===== config.mk =====
export PLATFORM = sky130hd
export DESIGN_NAME = mips_top
export DESIGN_NICKNAME = d
export VERILOG_FILES = /design/src/rtl/mips_pkg.sv /design/src/rtl/mips_fetch.sv /design/src/rtl/mips_regfile.sv /design/src/rtl/mips_decode.sv /design/src/rtl/mips_execute.sv /design/src/rtl/mips_memory.sv /design/src/rtl/mips_top.sv
export SDC_FILE = /design/constraint.sdc
export NUM_CORES = 2
export LEC_CHECK = 0
export BUFFER_PORTS_ARGS = -buffer_cell sky130_fd_sc_hd__buf_2
export CAP_MARGIN = 20
export CORE_AREA = 2 2 561 563
export CTS_CLUSTER_SIZE = 16
export DETAILED_ROUTE_END_ITERATION = 8
export DIE_AREA = 0 0 563 565
export PLACE_DENSITY_LB_ADDON = 0.1
export SLEW_MARGIN = 20
export SYNTH_ARGS = -nofsm -noshare
export SYNTH_HDL_FRONTEND = slang
export SYNTH_SLANG_ARGS = --single-unit

===== constraint.sdc =====
create_clock -name clk -period 19.55 [get_ports clk]
set_clock_uncertainty 0.15 [all_clocks]
set_input_delay 5.865 -clock clk [delete_from_list [all_inputs] [get_ports clk]]
set_output_delay 5.865 -clock clk [all_outputs]
set_load 0.01 [all_outputs]

===== src/rtl/mips_pkg.sv =====
package mips_pkg;

    // ==================================================
    // widths
    // ==================================================
    typedef logic [31:0] word_t;
    typedef logic [31:0] inst_t;
    typedef logic [4:0]  reg_addr_t;
    typedef logic [5:0]  opcode_t;
    typedef logic [5:0]  funct_t;
    typedef logic [2:0]  alu_op_t;

    localparam alu_op_t ALU_ADD = 3'd0;
    localparam alu_op_t ALU_SUB = 3'd1;
    localparam alu_op_t ALU_AND = 3'd2;
    localparam alu_op_t ALU_OR  = 3'd3;
    localparam alu_op_t ALU_SLT = 3'd4;
    localparam alu_op_t ALU_LUI = 3'd5;

    // primary opcodes.
    localparam opcode_t OP_SPECIAL = 6'h00;
    localparam opcode_t OP_BEQ     = 6'h04;
    localparam opcode_t OP_BNE     = 6'h05;
    localparam opcode_t OP_ADDIU   = 6'h09;
    localparam opcode_t OP_ORI     = 6'h0d;
    localparam opcode_t OP_LUI     = 6'h0f;
    localparam opcode_t OP_LW      = 6'h23;
    localparam opcode_t OP_SW      = 6'h2b;

    localparam funct_t FN_ADDU = 6'h21;
    localparam funct_t FN_SUBU = 6'h23;
    localparam funct_t FN_AND  = 6'h24;
    localparam funct_t FN_OR   = 6'h25;
    localparam funct_t FN_SLT  = 6'h2a;

    // ==================================================
    // stage bundles
    // ==================================================
    typedef struct packed {
        logic      we;
        reg_addr_t addr;
        word_t     data;
    } fwd_t;

    typedef struct packed {
        logic      valid;
        word_t     pc;
        alu_op_t   alu_op;
        word_t     a;
        word_t     b;
        word_t     store_data;
        logic      reg_write;
        reg_addr_t wreg;
        logic      mem_read;
        logic      mem_write;
    } id_ex_t;

    typedef struct packed {
        logic      valid;
        word_t     pc;
        word_t     result;     // address for lw/sw.
        word_t     store_data;
        logic      reg_write;
        reg_addr_t wreg;
        logic      mem_read;
        logic      mem_write;
    } ex_mem_t;

    typedef struct packed {
        logic      valid;
        word_t     pc;
        logic      reg_write;
        reg_addr_t wreg;
        word_t     data;
    } mem_wb_t;

endpackage


===== src/rtl/mips_fetch.sv =====
`timescale 1ns/1ps

module mips_fetch #(
    parameter mips_pkg::word_t RESET_PC = 32'hbfc00000
) (
    input  logic            clk,
    input  logic            rst_i,
    input  logic            freeze_i,
    input  logic            hold_i,
    input  logic            branch_taken_i,
    input  mips_pkg::word_t branch_target_i,
    input  mips_pkg::inst_t inst_rdata_i,
    output mips_pkg::word_t inst_addr_o,
    output mips_pkg::word_t id_pc_o,
    output mips_pkg::inst_t id_inst_o,
    output logic            id_valid_o
);

    mips_pkg::word_t pc;
    logic            advance;

    assign advance     = !freeze_i && !hold_i;
    assign inst_addr_o = pc;

    // redirect lands after the delay slot is captured below.
    always_ff @(posedge clk) begin
        if (rst_i) begin
            pc         <= RESET_PC;
            id_valid_o <= 1'b0;
        end else if (advance) begin
            pc         <= branch_taken_i ? branch_target_i : pc + 32'd4;
            id_valid_o <= 1'b1;
        end
    end

    always_ff @(posedge clk) begin
        if (advance) begin
            id_pc_o   <= pc;
            id_inst_o <= inst_rdata_i;
        end
    end

endmodule


===== src/rtl/mips_regfile.sv =====
`timescale 1ns/1ps

module mips_regfile (
    input  logic                clk,
    input  logic                rst_i,
    input  logic                we_i,
    input  mips_pkg::reg_addr_t waddr_i,
    input  mips_pkg::word_t     wdata_i,
    input  mips_pkg::reg_addr_t raddr_a_i,
    input  mips_pkg::reg_addr_t raddr_b_i,
    output mips_pkg::word_t     rdata_a_o,
    output mips_pkg::word_t     rdata_b_o
);

    mips_pkg::word_t [31:0] regs;   // entry 0 never written.

    function automatic mips_pkg::word_t read_port(input mips_pkg::reg_addr_t addr,
                                                  input logic we,
                                                  input mips_pkg::reg_addr_t waddr,
                                                  input mips_pkg::word_t wdata,
                                                  input mips_pkg::word_t [31:0] rf);
        // writeback bypass.
        if (we && waddr == addr && addr != '0)
            return wdata;
        return rf[addr];
    endfunction

    assign rdata_a_o = read_port(raddr_a_i, we_i, waddr_i, wdata_i, regs);
    assign rdata_b_o = read_port(raddr_b_i, we_i, waddr_i, wdata_i, regs);

    always_ff @(posedge clk) begin
        if (rst_i)
            regs <= '0;
        else if (we_i && waddr_i != '0)
            regs[waddr_i] <= wdata_i;
    end

endmodule


===== src/rtl/mips_decode.sv =====
`timescale 1ns/1ps

module mips_decode (
    input  logic                clk,
    input  logic                rst_i,
    input  logic                freeze_i,
    input  mips_pkg::word_t     pc_i,
    input  mips_pkg::inst_t     inst_i,
    input  logic                valid_i,
    input  mips_pkg::word_t     rs_data_i,
    input  mips_pkg::word_t     rt_data_i,
    output mips_pkg::reg_addr_t rs_addr_o,
    output mips_pkg::reg_addr_t rt_addr_o,
    input  mips_pkg::fwd_t      ex_fwd_i,
    input  mips_pkg::fwd_t      mem_fwd_i,
    input  logic                ex_load_i,
    input  mips_pkg::reg_addr_t ex_load_reg_i,
    output logic                hold_o,
    output logic                branch_taken_o,
    output mips_pkg::word_t     branch_target_o,
    output mips_pkg::id_ex_t    id_ex_o
);

    mips_pkg::opcode_t   op;
    mips_pkg::funct_t    fn;
    mips_pkg::reg_addr_t rd;
    mips_pkg::word_t     imm_sext;
    mips_pkg::word_t     imm_zext;
    mips_pkg::word_t     rs_val;
    mips_pkg::word_t     rt_val;
    logic                uses_rs;
    logic                uses_rt;
    logic                is_beq;
    logic                is_bne;
    mips_pkg::id_ex_t    nxt;

    // execute is the younger producer and wins.
    function automatic mips_pkg::word_t fwd_sel(input mips_pkg::reg_addr_t addr,
                                                input mips_pkg::word_t rf_data,
                                                input mips_pkg::fwd_t ex_f,
                                                input mips_pkg::fwd_t mem_f);
        if (ex_f.we && ex_f.addr == addr && addr != '0)
            return ex_f.data;
        if (mem_f.we && mem_f.addr == addr && addr != '0)
            return mem_f.data;
        return rf_data;
    endfunction

    assign op        = inst_i[31:26];
    assign fn        = inst_i[5:0];
    assign rd        = inst_i[15:11];
    assign rs_addr_o = inst_i[25:21];
    assign rt_addr_o = inst_i[20:16];
    assign imm_sext  = {{16{inst_i[15]}}, inst_i[15:0]};
    assign imm_zext  = {16'h0000, inst_i[15:0]};

    assign rs_val = fwd_sel(rs_addr_o, rs_data_i, ex_fwd_i, mem_fwd_i);
    assign rt_val = fwd_sel(rt_addr_o, rt_data_i, ex_fwd_i, mem_fwd_i);

    assign is_beq  = op == mips_pkg::OP_BEQ;
    assign is_bne  = op == mips_pkg::OP_BNE;
    assign uses_rs = op != mips_pkg::OP_LUI;
    assign uses_rt = op == mips_pkg::OP_SPECIAL || op == mips_pkg::OP_SW || is_beq || is_bne;

    // ==================================================
    // load-use and branch
    // ==================================================
    assign hold_o = valid_i && ex_load_i && ex_load_reg_i != '0 &&
                    ((uses_rs && rs_addr_o == ex_load_reg_i) ||
                     (uses_rt && rt_addr_o == ex_load_reg_i));

    assign branch_target_o = pc_i + 32'd4 + {imm_sext[29:0], 2'b00};
    assign branch_taken_o  = valid_i && !hold_o &&
                             ((is_beq && rs_val == rt_val) || (is_bne && rs_val != rt_val));

    always_comb begin
        nxt            = '0;
        nxt.valid      = valid_i && !hold_o;   // bubble on load-use.
        nxt.pc         = pc_i;
        nxt.alu_op     = mips_pkg::ALU_ADD;
        nxt.a          = rs_val;
        nxt.b          = imm_sext;
        nxt.store_data = rt_val;
        nxt.wreg       = rt_addr_o;
        case (op)
            mips_pkg::OP_SPECIAL: begin
                nxt.b         = rt_val;
                nxt.wreg      = rd;
                nxt.reg_write = 1'b1;
                case (fn)
                    mips_pkg::FN_ADDU: nxt.alu_op = mips_pkg::ALU_ADD;
                    mips_pkg::FN_SUBU: nxt.alu_op = mips_pkg::ALU_SUB;
                    mips_pkg::FN_AND:  nxt.alu_op = mips_pkg::ALU_AND;
                    mips_pkg::FN_OR:   nxt.alu_op = mips_pkg::ALU_OR;
                    mips_pkg::FN_SLT:  nxt.alu_op = mips_pkg::ALU_SLT;
                    default:           nxt.reg_write = 1'b0;   // nop and unsupported.
                endcase
            end
            mips_pkg::OP_ADDIU: nxt.reg_write = 1'b1;
            mips_pkg::OP_ORI: begin
                nxt.alu_op    = mips_pkg::ALU_OR;
                nxt.b         = imm_zext;
                nxt.reg_write = 1'b1;
            end
            mips_pkg::OP_LUI: begin
                nxt.alu_op    = mips_pkg::ALU_LUI;
                nxt.b         = imm_zext;
                nxt.reg_write = 1'b1;
            end
            mips_pkg::OP_LW: begin
                nxt.reg_write = 1'b1;
                nxt.mem_read  = 1'b1;
            end
            mips_pkg::OP_SW: nxt.mem_write = 1'b1;
            default: ;
        endcase
    end

    always_ff @(posedge clk) begin
        if (rst_i) begin
            id_ex_o.valid     <= 1'b0;
            id_ex_o.reg_write <= 1'b0;
            id_ex_o.mem_read  <= 1'b0;
            id_ex_o.mem_write <= 1'b0;
        end else if (!freeze_i) begin
            id_ex_o <= nxt;
        end
    end

endmodule


===== src/rtl/mips_execute.sv =====
`timescale 1ns/1ps

module mips_execute (
    input  logic                clk,
    input  logic                rst_i,
    input  logic                freeze_i,
    input  mips_pkg::id_ex_t    id_ex_i,
    output mips_pkg::fwd_t      ex_fwd_o,
    output logic                ex_load_o,
    output mips_pkg::reg_addr_t ex_load_reg_o,
    output mips_pkg::ex_mem_t   ex_mem_o
);

    mips_pkg::word_t result;

    // ==================================================
    // alu
    // ==================================================
    always_comb begin
        case (id_ex_i.alu_op)
            mips_pkg::ALU_ADD: result = id_ex_i.a + id_ex_i.b;
            mips_pkg::ALU_SUB: result = id_ex_i.a - id_ex_i.b;
            mips_pkg::ALU_AND: result = id_ex_i.a & id_ex_i.b;
            mips_pkg::ALU_OR:  result = id_ex_i.a | id_ex_i.b;
            mips_pkg::ALU_SLT: result = {31'd0, $signed(id_ex_i.a) < $signed(id_ex_i.b)};
            mips_pkg::ALU_LUI: result = {id_ex_i.b[15:0], 16'h0000};
            default:           result = '0;
        endcase
    end

    // a load has no data yet.
    assign ex_fwd_o.we   = id_ex_i.valid && id_ex_i.reg_write && !id_ex_i.mem_read;
    assign ex_fwd_o.addr = id_ex_i.wreg;
    assign ex_fwd_o.data = result;

    assign ex_load_o     = id_ex_i.valid && id_ex_i.mem_read;
    assign ex_load_reg_o = id_ex_i.wreg;

    always_ff @(posedge clk) begin
        if (rst_i) begin
            ex_mem_o.valid     <= 1'b0;
            ex_mem_o.reg_write <= 1'b0;
            ex_mem_o.mem_read  <= 1'b0;
            ex_mem_o.mem_write <= 1'b0;
        end else if (!freeze_i) begin
            ex_mem_o.valid      <= id_ex_i.valid;
            ex_mem_o.pc         <= id_ex_i.pc;
            ex_mem_o.result     <= result;
            ex_mem_o.store_data <= id_ex_i.store_data;
            ex_mem_o.reg_write  <= id_ex_i.reg_write;
            ex_mem_o.wreg       <= id_ex_i.wreg;
            ex_mem_o.mem_read   <= id_ex_i.mem_read;
            ex_mem_o.mem_write  <= id_ex_i.mem_write;
        end
    end

endmodule


===== src/rtl/mips_memory.sv =====
`timescale 1ns/1ps

module mips_memory (
    input  logic              clk,
    input  logic              rst_i,
    input  logic              freeze_i,
    input  mips_pkg::ex_mem_t ex_mem_i,
    input  mips_pkg::word_t   data_rdata_i,
    output logic              data_ren_o,
    output logic [3:0]        data_wen_o,
    output mips_pkg::word_t   data_addr_o,
    output mips_pkg::word_t   data_wdata_o,
    output mips_pkg::fwd_t    mem_fwd_o,
    output mips_pkg::mem_wb_t mem_wb_o
);

    mips_pkg::word_t wb_data;

    // word access only.
    assign data_ren_o   = ex_mem_i.valid && ex_mem_i.mem_read;
    assign data_wen_o   = {4{ex_mem_i.valid && ex_mem_i.mem_write}};
    assign data_addr_o  = ex_mem_i.result;
    assign data_wdata_o = ex_mem_i.store_data;

    assign wb_data = ex_mem_i.mem_read ? data_rdata_i : ex_mem_i.result;

    assign mem_fwd_o.we   = ex_mem_i.valid && ex_mem_i.reg_write;
    assign mem_fwd_o.addr = ex_mem_i.wreg;
    assign mem_fwd_o.data = wb_data;

    always_ff @(posedge clk) begin
        if (rst_i) begin
            mem_wb_o.valid     <= 1'b0;
            mem_wb_o.reg_write <= 1'b0;
        end else if (!freeze_i) begin
            mem_wb_o.valid     <= ex_mem_i.valid;
            mem_wb_o.pc        <= ex_mem_i.pc;
            mem_wb_o.reg_write <= ex_mem_i.reg_write;
            mem_wb_o.wreg      <= ex_mem_i.wreg;
            mem_wb_o.data      <= wb_data;
        end
    end

endmodule


===== src/rtl/mips_top.sv =====
`timescale 1ns/1ps

module mips_top #(
    parameter mips_pkg::word_t RESET_PC = 32'hbfc00000
) (
    input  logic                clk,
    input  logic                rst_i,
    output mips_pkg::word_t     inst_sram_addr_o,
    input  mips_pkg::inst_t     inst_sram_rdata_i,
    output logic                data_sram_ren_o,
    output logic [3:0]          data_sram_wen_o,
    output mips_pkg::word_t     data_sram_addr_o,
    output mips_pkg::word_t     data_sram_wdata_o,
    input  mips_pkg::word_t     data_sram_rdata_i,
    input  logic                inst_stall_i,
    input  logic                data_stall_i,
    output logic                debug_wb_valid_o,
    output mips_pkg::word_t     debug_wb_pc_o,
    output logic [3:0]          debug_wb_wen_o,
    output mips_pkg::reg_addr_t debug_wb_num_o,
    output mips_pkg::word_t     debug_wb_data_o
);

    logic                freeze;
    logic                hold;
    logic                branch_taken;
    mips_pkg::word_t     branch_target;
    mips_pkg::word_t     id_pc;
    mips_pkg::inst_t     id_inst;
    logic                id_valid;
    mips_pkg::reg_addr_t rs_addr;
    mips_pkg::reg_addr_t rt_addr;
    mips_pkg::word_t     rs_data;
    mips_pkg::word_t     rt_data;
    mips_pkg::fwd_t      ex_fwd;
    mips_pkg::fwd_t      mem_fwd;
    logic                ex_load;
    mips_pkg::reg_addr_t ex_load_reg;
    mips_pkg::id_ex_t    id_ex;
    mips_pkg::ex_mem_t   ex_mem;
    mips_pkg::mem_wb_t   mem_wb;
    logic                wb_we;

    assign freeze = inst_stall_i | data_stall_i;   // whole pipe stops.
    assign wb_we  = mem_wb.valid && mem_wb.reg_write && !freeze;

    assign debug_wb_valid_o = mem_wb.valid;
    assign debug_wb_pc_o    = mem_wb.pc;
    assign debug_wb_wen_o   = {4{mem_wb.valid && mem_wb.reg_write}};
    assign debug_wb_num_o   = mem_wb.wreg;
    assign debug_wb_data_o  = mem_wb.data;

    // ==================================================
    // stages
    // ==================================================
    mips_fetch #(.RESET_PC(RESET_PC)) i_fetch (
        .clk(clk), .rst_i(rst_i), .freeze_i(freeze), .hold_i(hold),
        .branch_taken_i(branch_taken), .branch_target_i(branch_target),
        .inst_rdata_i(inst_sram_rdata_i), .inst_addr_o(inst_sram_addr_o),
        .id_pc_o(id_pc), .id_inst_o(id_inst), .id_valid_o(id_valid)
    );

    mips_regfile i_regfile (
        .clk(clk), .rst_i(rst_i), .we_i(wb_we), .waddr_i(mem_wb.wreg),
        .wdata_i(mem_wb.data), .raddr_a_i(rs_addr), .raddr_b_i(rt_addr),
        .rdata_a_o(rs_data), .rdata_b_o(rt_data)
    );

    mips_decode i_decode (
        .clk(clk), .rst_i(rst_i), .freeze_i(freeze), .pc_i(id_pc),
        .inst_i(id_inst), .valid_i(id_valid), .rs_data_i(rs_data), .rt_data_i(rt_data),
        .rs_addr_o(rs_addr), .rt_addr_o(rt_addr), .ex_fwd_i(ex_fwd), .mem_fwd_i(mem_fwd),
        .ex_load_i(ex_load), .ex_load_reg_i(ex_load_reg), .hold_o(hold),
        .branch_taken_o(branch_taken), .branch_target_o(branch_target), .id_ex_o(id_ex)
    );

    mips_execute i_execute (
        .clk(clk), .rst_i(rst_i), .freeze_i(freeze), .id_ex_i(id_ex),
        .ex_fwd_o(ex_fwd), .ex_load_o(ex_load), .ex_load_reg_o(ex_load_reg),
        .ex_mem_o(ex_mem)
    );

    mips_memory i_memory (
        .clk(clk), .rst_i(rst_i), .freeze_i(freeze), .ex_mem_i(ex_mem),
        .data_rdata_i(data_sram_rdata_i), .data_ren_o(data_sram_ren_o),
        .data_wen_o(data_sram_wen_o), .data_addr_o(data_sram_addr_o),
        .data_wdata_o(data_sram_wdata_o), .mem_fwd_o(mem_fwd), .mem_wb_o(mem_wb)
    );

endmodule


Yosys cells after proc, flatten, opt, wreduce, memory -nomap -nowiden
Cells that the tools add are included.
Widths: inputs -> output; s select.
Storage, ports and cells
  input port bits: 68
  ROM bits: 0
  register bits: 1437
  memory bits (writable): 0
  latch bits: 0
  memories kept: 0
Operators by class
  $add $sub $neg: 5
  equal/unequal tests: 28
  order comparisons: 5
  reductions and logical operators: 50
  multipliers: 0
  multiplexer cells: 38
  divide/modulo/power cells: 0
  shift operators: 0
  bitwise logic cells: 5
Operators with widths (count)
  $bwmux 1024: 1
  $mux 32: 17
  $bmux 32 s5: 2
  $pmux 32 s6: 1
  $demux 32 s5: 1
  $add 32x3->32 const B: 2
  $add 32x32->32: 2
  $pmux 32 s2: 1
  $eq 6x6->1 const B: 7
  $eq 5x5->1: 8
  $and 32x32->32: 1
  $eq 32x32->1: 1
  $logic_and 1x1->1: 32
  $lt 32x32->1: 1
  $ne 32x32->1: 1
  $or 32x32->32: 1
  $sub 32x32->32: 1
  $reduce_bool 5->1: 4
  $eq 6x4->1 const B: 3
  $lt 5x6->1 const B: 3
  $eq 6x3->1 const B: 2
  $pmux 3 s4: 1
  $mux 1: 11
  $pmux 3 s3: 1
  other kinds (17): 26

Depth between registers and ports, before layout
  depth in word-level cells: 14
  depth in mapped cells: 24

By module
A second synthesis with hierarchy kept.
Second synthesis, totals
  cell total of the unflattened synthesis: 8077
  area, all modules: 76218.1 um2
By module, submodules not included
  mips_regfile: area each 51488.1 um2, times used 1, cells an instance 5749, sequential area each 20499.7 um2
  mips_decode: area each 9273.9 um2, times used 1, cells an instance 916, sequential area each 4164.0 um2
  mips_execute: area each 8181.6 um2, times used 1, cells an instance 887, sequential area each 3113.0 um2
  mips_fetch: area each 3983.8 um2, times used 1, cells an instance 332, sequential area each 2582.5 um2
  mips_memory: area each 3243.1 um2, times used 1, cells an instance 187, sequential area each 2112.0 um2
  mips_top: area each 47.5 um2, times used 1, cells an instance 6, sequential area each 0.0 um2

Worst setup path after synthesis
No wires, ideal clock.
  path kind: input -> register
  from: input port rst_i
  to: register i_decode.id_ex_o[100] (netlist bit), enable pin
  setup slack: -940 ps
  arrival time: 19359 ps
  setup time: 981 ps
  data required time: 18419 ps
  cell stages on the path: 5
  path through: clkbuf_1 > clkbuf_1 > clkbuf_1 > buf_1 > nor2_1
Between the ends
  longest elaborated chain between the ends: 2
RTL lines
  from (decl): line mips_top.sv:7  | input logic rst_i,
  $not 1->1 (no source line)
  $reduce_and 2->1 (no source line)
  to (signal assigned): line mips_decode.sv:126  | id_ex_o <= nxt;
  to (decl): line mips_decode.sv:21  | output mips_pkg::id_ex_t id_ex_o
Every way passes these cells.
A chain may end at the register's enable or synchronous reset.

Final worst setup path
  from: input port data_stall_i
  to: register i_fetch.pc[25], in the netlist i_fetch.inst_addr_o[25]
Between the ends
  longest elaborated chain between the ends: 14
  elaborated cells on any way between the ends: 23
RTL lines
  from (decl): line mips_top.sv:16  | input logic data_stall_i,
  $or 1x1->1 *: line mips_top.sv:44  | assign freeze = inst_stall_i | data_stall_i;
  $logic_not 1->1 *
  $logic_and 1x1->1: line mips_top.sv:45  | assign wb_we = mem_wb.valid && mem_wb.reg_write && !freeze;
  $logic_and 1x1->1 (2 in series): line mips_regfile.sv:23  | if (we && waddr == addr && addr != '0)
  $mux 1: line mips_regfile.sv:23
  $mux 32: line mips_regfile.sv:25  | return rf[addr];
  $mux 32: line mips_decode.sv:46  | return rf_data;
  $mux 32: line mips_decode.sv:44  | if (mem_f.we && mem_f.addr == addr && addr != '0)
  $eq 32x32->1 / $ne 32x32->1 (equally long branches): line mips_decode.sv:74  | ((is_beq && rs_val == rt_val) || (is_bne && rs_val != rt_val));
  $logic_and 1x1->1: line mips_decode.sv:74
  $logic_or 1x1->1: line mips_decode.sv:74
  $logic_and 1x1->1: line mips_decode.sv:73  | assign branch_taken_o = valid_i && !hold_o &&
  $mux 32: line mips_fetch.sv:31  | pc <= branch_taken_i ? branch_target_i : pc + 32'd4;
  to (signal assigned): line mips_fetch.sv:31
  to (decl): line mips_fetch.sv:19  | mips_pkg::word_t pc;
Every way passes the cells marked *; elsewhere a longest branch is shown, timed or not.

==> results.sh <==
export IMPL_synth_common_cells="2317 x nand2_1, 1195 x a21oi_1, 1067 x dfxtp_1, 528 x clkbuf_1, 451 x mux4_2"
export IMPL_rsz0062_at_grt="no"
export IMPL_grt_max_degree=171
export IMPL_grt_pass1_vias=63156
export IMPL_min_period_ns=11.28
export IMPL_path_buf_inv=4
export IMPL_drt_met1_wl_um=171000
export IMPL_async_reset_ff_share_pct=0
export IMPL_drt_total_wl_um=387000
export IMPL_crit_start="data_stall_i"
export IMPL_drive_above_1_share_pct=16.3
export IMPL_end_kind="flop"
export IMPL_ys_seq_area_share_pct=41.7
export IMPL_ys_warn_count=0
export IMPL_track_usage_pct=23.5
export IMPL_post_cts_resized=0
export IMPL_p_leak_nw=29.9
export IMPL_cts_clk_slew_worst_paths_ns=0.06
export IMPL_start_kind="primary input"
export IMPL_synth_nets=8734
export IMPL_cts_inserted_buffers=182
export IMPL_htree_levels=4
export IMPL_ys_flop_type="dfxtp_1"
export IMPL_status="completed"
export IMPL_instances_no_fill=12539
export IMPL_grt_overflow_total=0
export IMPL_synth_edf_count=370
export IMPL_synth_top_cell_area_share_pct=27.5
export IMPL_ctsHoldBuffers=0
export IMPL_antenna_found_initial=27
export IMPL_setup_viol_count_final=0
export IMPL_synth_area_leaders="dfxtp_1 27%, edfxtp_1 14%, mux4_2 13%"
export IMPL_highest_layer="met5"
export IMPL_grt_pass1_wl_um=529000
export IMPL_syn_to_final_growth_pct=13.0
export IMPL_rows=205
export IMPL_drtIter0Drc=7368
export IMPL_initial_core_util_pct=25.0
export IMPL_netlist_area_sq_um=77800
export IMPL_vdd_drop_max_mv=0.0674
export IMPL_syn_avg_cell_area_sq_um=9.16
export IMPL_dieArea_sq_um=318000
export IMPL_clock_root_buffer="clkbuf_16"
export IMPL_crit_fanout=76
export IMPL_worst_slew_pin_slew_ns=1.27
export IMPL_io_buffer_count=242
export IMPL_finalHoldViolCount=0
export IMPL_worstHoldPathType="reg2reg"
export IMPL_hold_path_startpoint="i_decode.id_ex_o[131]"
export IMPL_clock_sinks=1437
export IMPL_die_height_um=565
export IMPL_powerDensity_nw_per_um2=79.9
export IMPL_cp_depth=19
export IMPL_hpwl_um=248000
export IMPL_fin_tns_setup_ns=0
export IMPL_crit_type="in2reg"
export IMPL_cts_tree="done"
export IMPL_crit_required_ns=20.14
export IMPL_slowest_stage="buf_4"
export IMPL_core_sq_um=311000
export IMPL_layout_nets=8484
export IMPL_synthCells=8499
export IMPL_r2r_setup_slack_ns=10.48
export IMPL_max_freq_mhz=88.7
export IMPL_gp_congestion=0.910
export IMPL_slew_viol_final=0
export IMPL_period_share_pct=57.7
export IMPL_r2r_cells=21
export IMPL_r2r_start="i_fetch.id_inst_o[21]"
export IMPL_r2r_end="i_fetch.inst_addr_o[25]"
export IMPL_holdWs_ns=0.221
export IMPL_postRouteAntennaNets=0
export IMPL_met3_length_um=26100
export IMPL_wire_per_inst_um=30.9
export IMPL_clockBufferDepth=4
export IMPL_ioPinCount=243
export IMPL_crit_chain="buf_2 -> nor4bb_2 -> buf_4 -> o211ai_1 -> nor2_2 -> nand2_1 -> buf_4 -> o221ai_1 -> xnor2_1 -> nor3_1 -> a2111oi_2 -> nand4_1 -> nor4_1 -> nand4_1 -> nor2_2 -> mux2i_4 -> buf_4 -> or2_1 -> o211ai_1"
export IMPL_post_cts_buffers=0
export IMPL_critPathTopFamily="simple AND/OR/NAND/NOR gates"
export IMPL_synth_most_common_cell="nand2_1"
export IMPL_die_x_um=563
export IMPL_max_slew_margin_rel_pct=15.6
export IMPL_maxCapViolCount=0
export IMPL_vias=67184
export IMPL_drcViolationCount=0
export IMPL_ys_ff_latch=1437
export IMPL_cp_arrival_ns=11.87
export IMPL_synth_distinct_cells=104
export IMPL_drt_pass1_iterations=8
export IMPL_via_per_inst=5.36
export IMPL_crit_top_cell="buf_4"
export IMPL_placed_cells=12203
export IMPL_endpoint="i_fetch.inst_addr_o[25]"
export IMPL_yosys_area_top_type="dfxtp_1"
export IMPL_clk_latency_ns=0.88
export IMPL_slowest_delay_ns=0.63
export IMPL_wl_met2_um=175000
worst min-delay path by stage:
stage / endpoint / slack (ns) / depth (start not counted)
floorplan: i_execute.ex_mem_o[100] / 0.25 / 0
global placement: i_memory.mem_wb_o[55] / 0.25 / 0
detailed placement: i_execute.ex_mem_o[27] / 0.25 / 0
CTS: i_execute.ex_mem_o[96] / 0.22 / 0
global route: i_execute.ex_mem_o[96] / 0.23 / 0
finish: i_execute.ex_mem_o[96] / 0.22 / 0
per-stage QoR:
stage	utilization, %	cell area (sq um)	power, mW	worst slack, ns
after CTS	28.2	87900	7.10	8.40
after global routing	28.2	87900	7.23	8.06
final	28.2	87900	7.03	8.27
after detailed placement	26.3	82000	3.65	7.46
after global placement	26.3	82000	3.65	7.34
after floorplan	-	77800	3.45	4.28
report_power, final:
part           leakage, nW  internal [mW]  total, mW  switching [mW]
clock                 2.88           1.99       3.44            1.44
combinational         15.1          0.137      0.493           0.357
sequential            12.0           3.07       3.10          0.0242
per-layer routing:
metal  track usage [%]  vias to the layer above
met3              3.33                      604
met4              8.19                        8
met5                 0                        -
li1                  -                    29539
met2              37.5                     2915
met1              32.3                    34118
state kept, by name (all words and copies together) (netlist names):
signal               count
i_regfile.regs        1024
i_fetch.id_pc_o         32
i_decode.id_ex_o       140
i_execute.ex_mem_o     105
i_fetch.id_valid_o       1
i_memory.mem_wb_o       71
i_fetch.inst_addr_o     32
i_fetch.id_inst_o       32
cell type report:
class | instances | area [sq um]
tap | 4140 | 5180
antenna | 8 | 20.0
sequential | 1437 | 32500
clock inverter | 67 | 647
timing repair buffer | 454 | 2900
clock buffer | 259 | 5250
multi-input combinational | 6024 | 40900
inverter | 150 | 564
fill | 32686 | 223000
worst register-to-register path: stages (launching register included):
cell	delay [ns]
edfxtp_1	0.34
buf_4	0.50
buf_4	0.70
buf_4	0.64
buf_4	0.74
inv_2	0.47
mux2i_1	0.22
o22ai_1	0.91
a2111oi_0	0.24
a2111o_1	0.47
o21ai_1	0.14
xnor2_1	0.16
o21ai_1	0.17
nor4b_2	0.28
nand4_1	0.12
nor4_1	0.56
nand4_1	0.18
nor2_2	0.50
mux2i_4	0.33
buf_4	0.63
or2_1	0.36
o211ai_1	0.12
placed cells by master, fill, tap and decap left out, types with 29 or more instances in the layout:
cell       synthesis  layout
mux2_2            41      41
clkbuf_8           0      34
a221oi_1          30      29
nor3_1            91      87
o21ai_0          120     119
xor2_1            29      29
and3_1            35      33
edfxtp_1         370     370
clkbuf_1         528      40
nand3_1          107     107
a211oi_1          50      50
or3_1             30      30
nand4_1           39      39
o211ai_1          49      49
nand2_1         2317    2286
dfxtp_1         1067    1066
ha_1             164     164
a22oi_1           88      88
mux2i_1          275     275
nor4_1            46      46
nor2_4             0      29
nor2b_1           74      70
mux4_2           451     451
nor2_1           246     216
inv_1            147     146
a31oi_1           29      29
clkbuf_16          0     185
a21oi_1         1195    1195
o22ai_1           38      38
buf_2            105     241
buf_4            184     202
xnor2_1           61      61
cell families (layout without fill, tap and decap cells):
group / after synthesis / in the layout / share of synthesized area, %
other cells: 0 / 8 / 0
xor+xnor: 90 / 90 / 1.01
mux: 769 / 769 / 17.2
buf+inv: 1038 / 930 / 6.39
compound gates: 1882 / 1882 / 14.2
fa+ha+maj: 167 / 167 / 2.71
flops: 1437 / 1437 / 41.7
simple gates: 3116 / 3116 / 16.7
(Power assumes the default switching activity.)
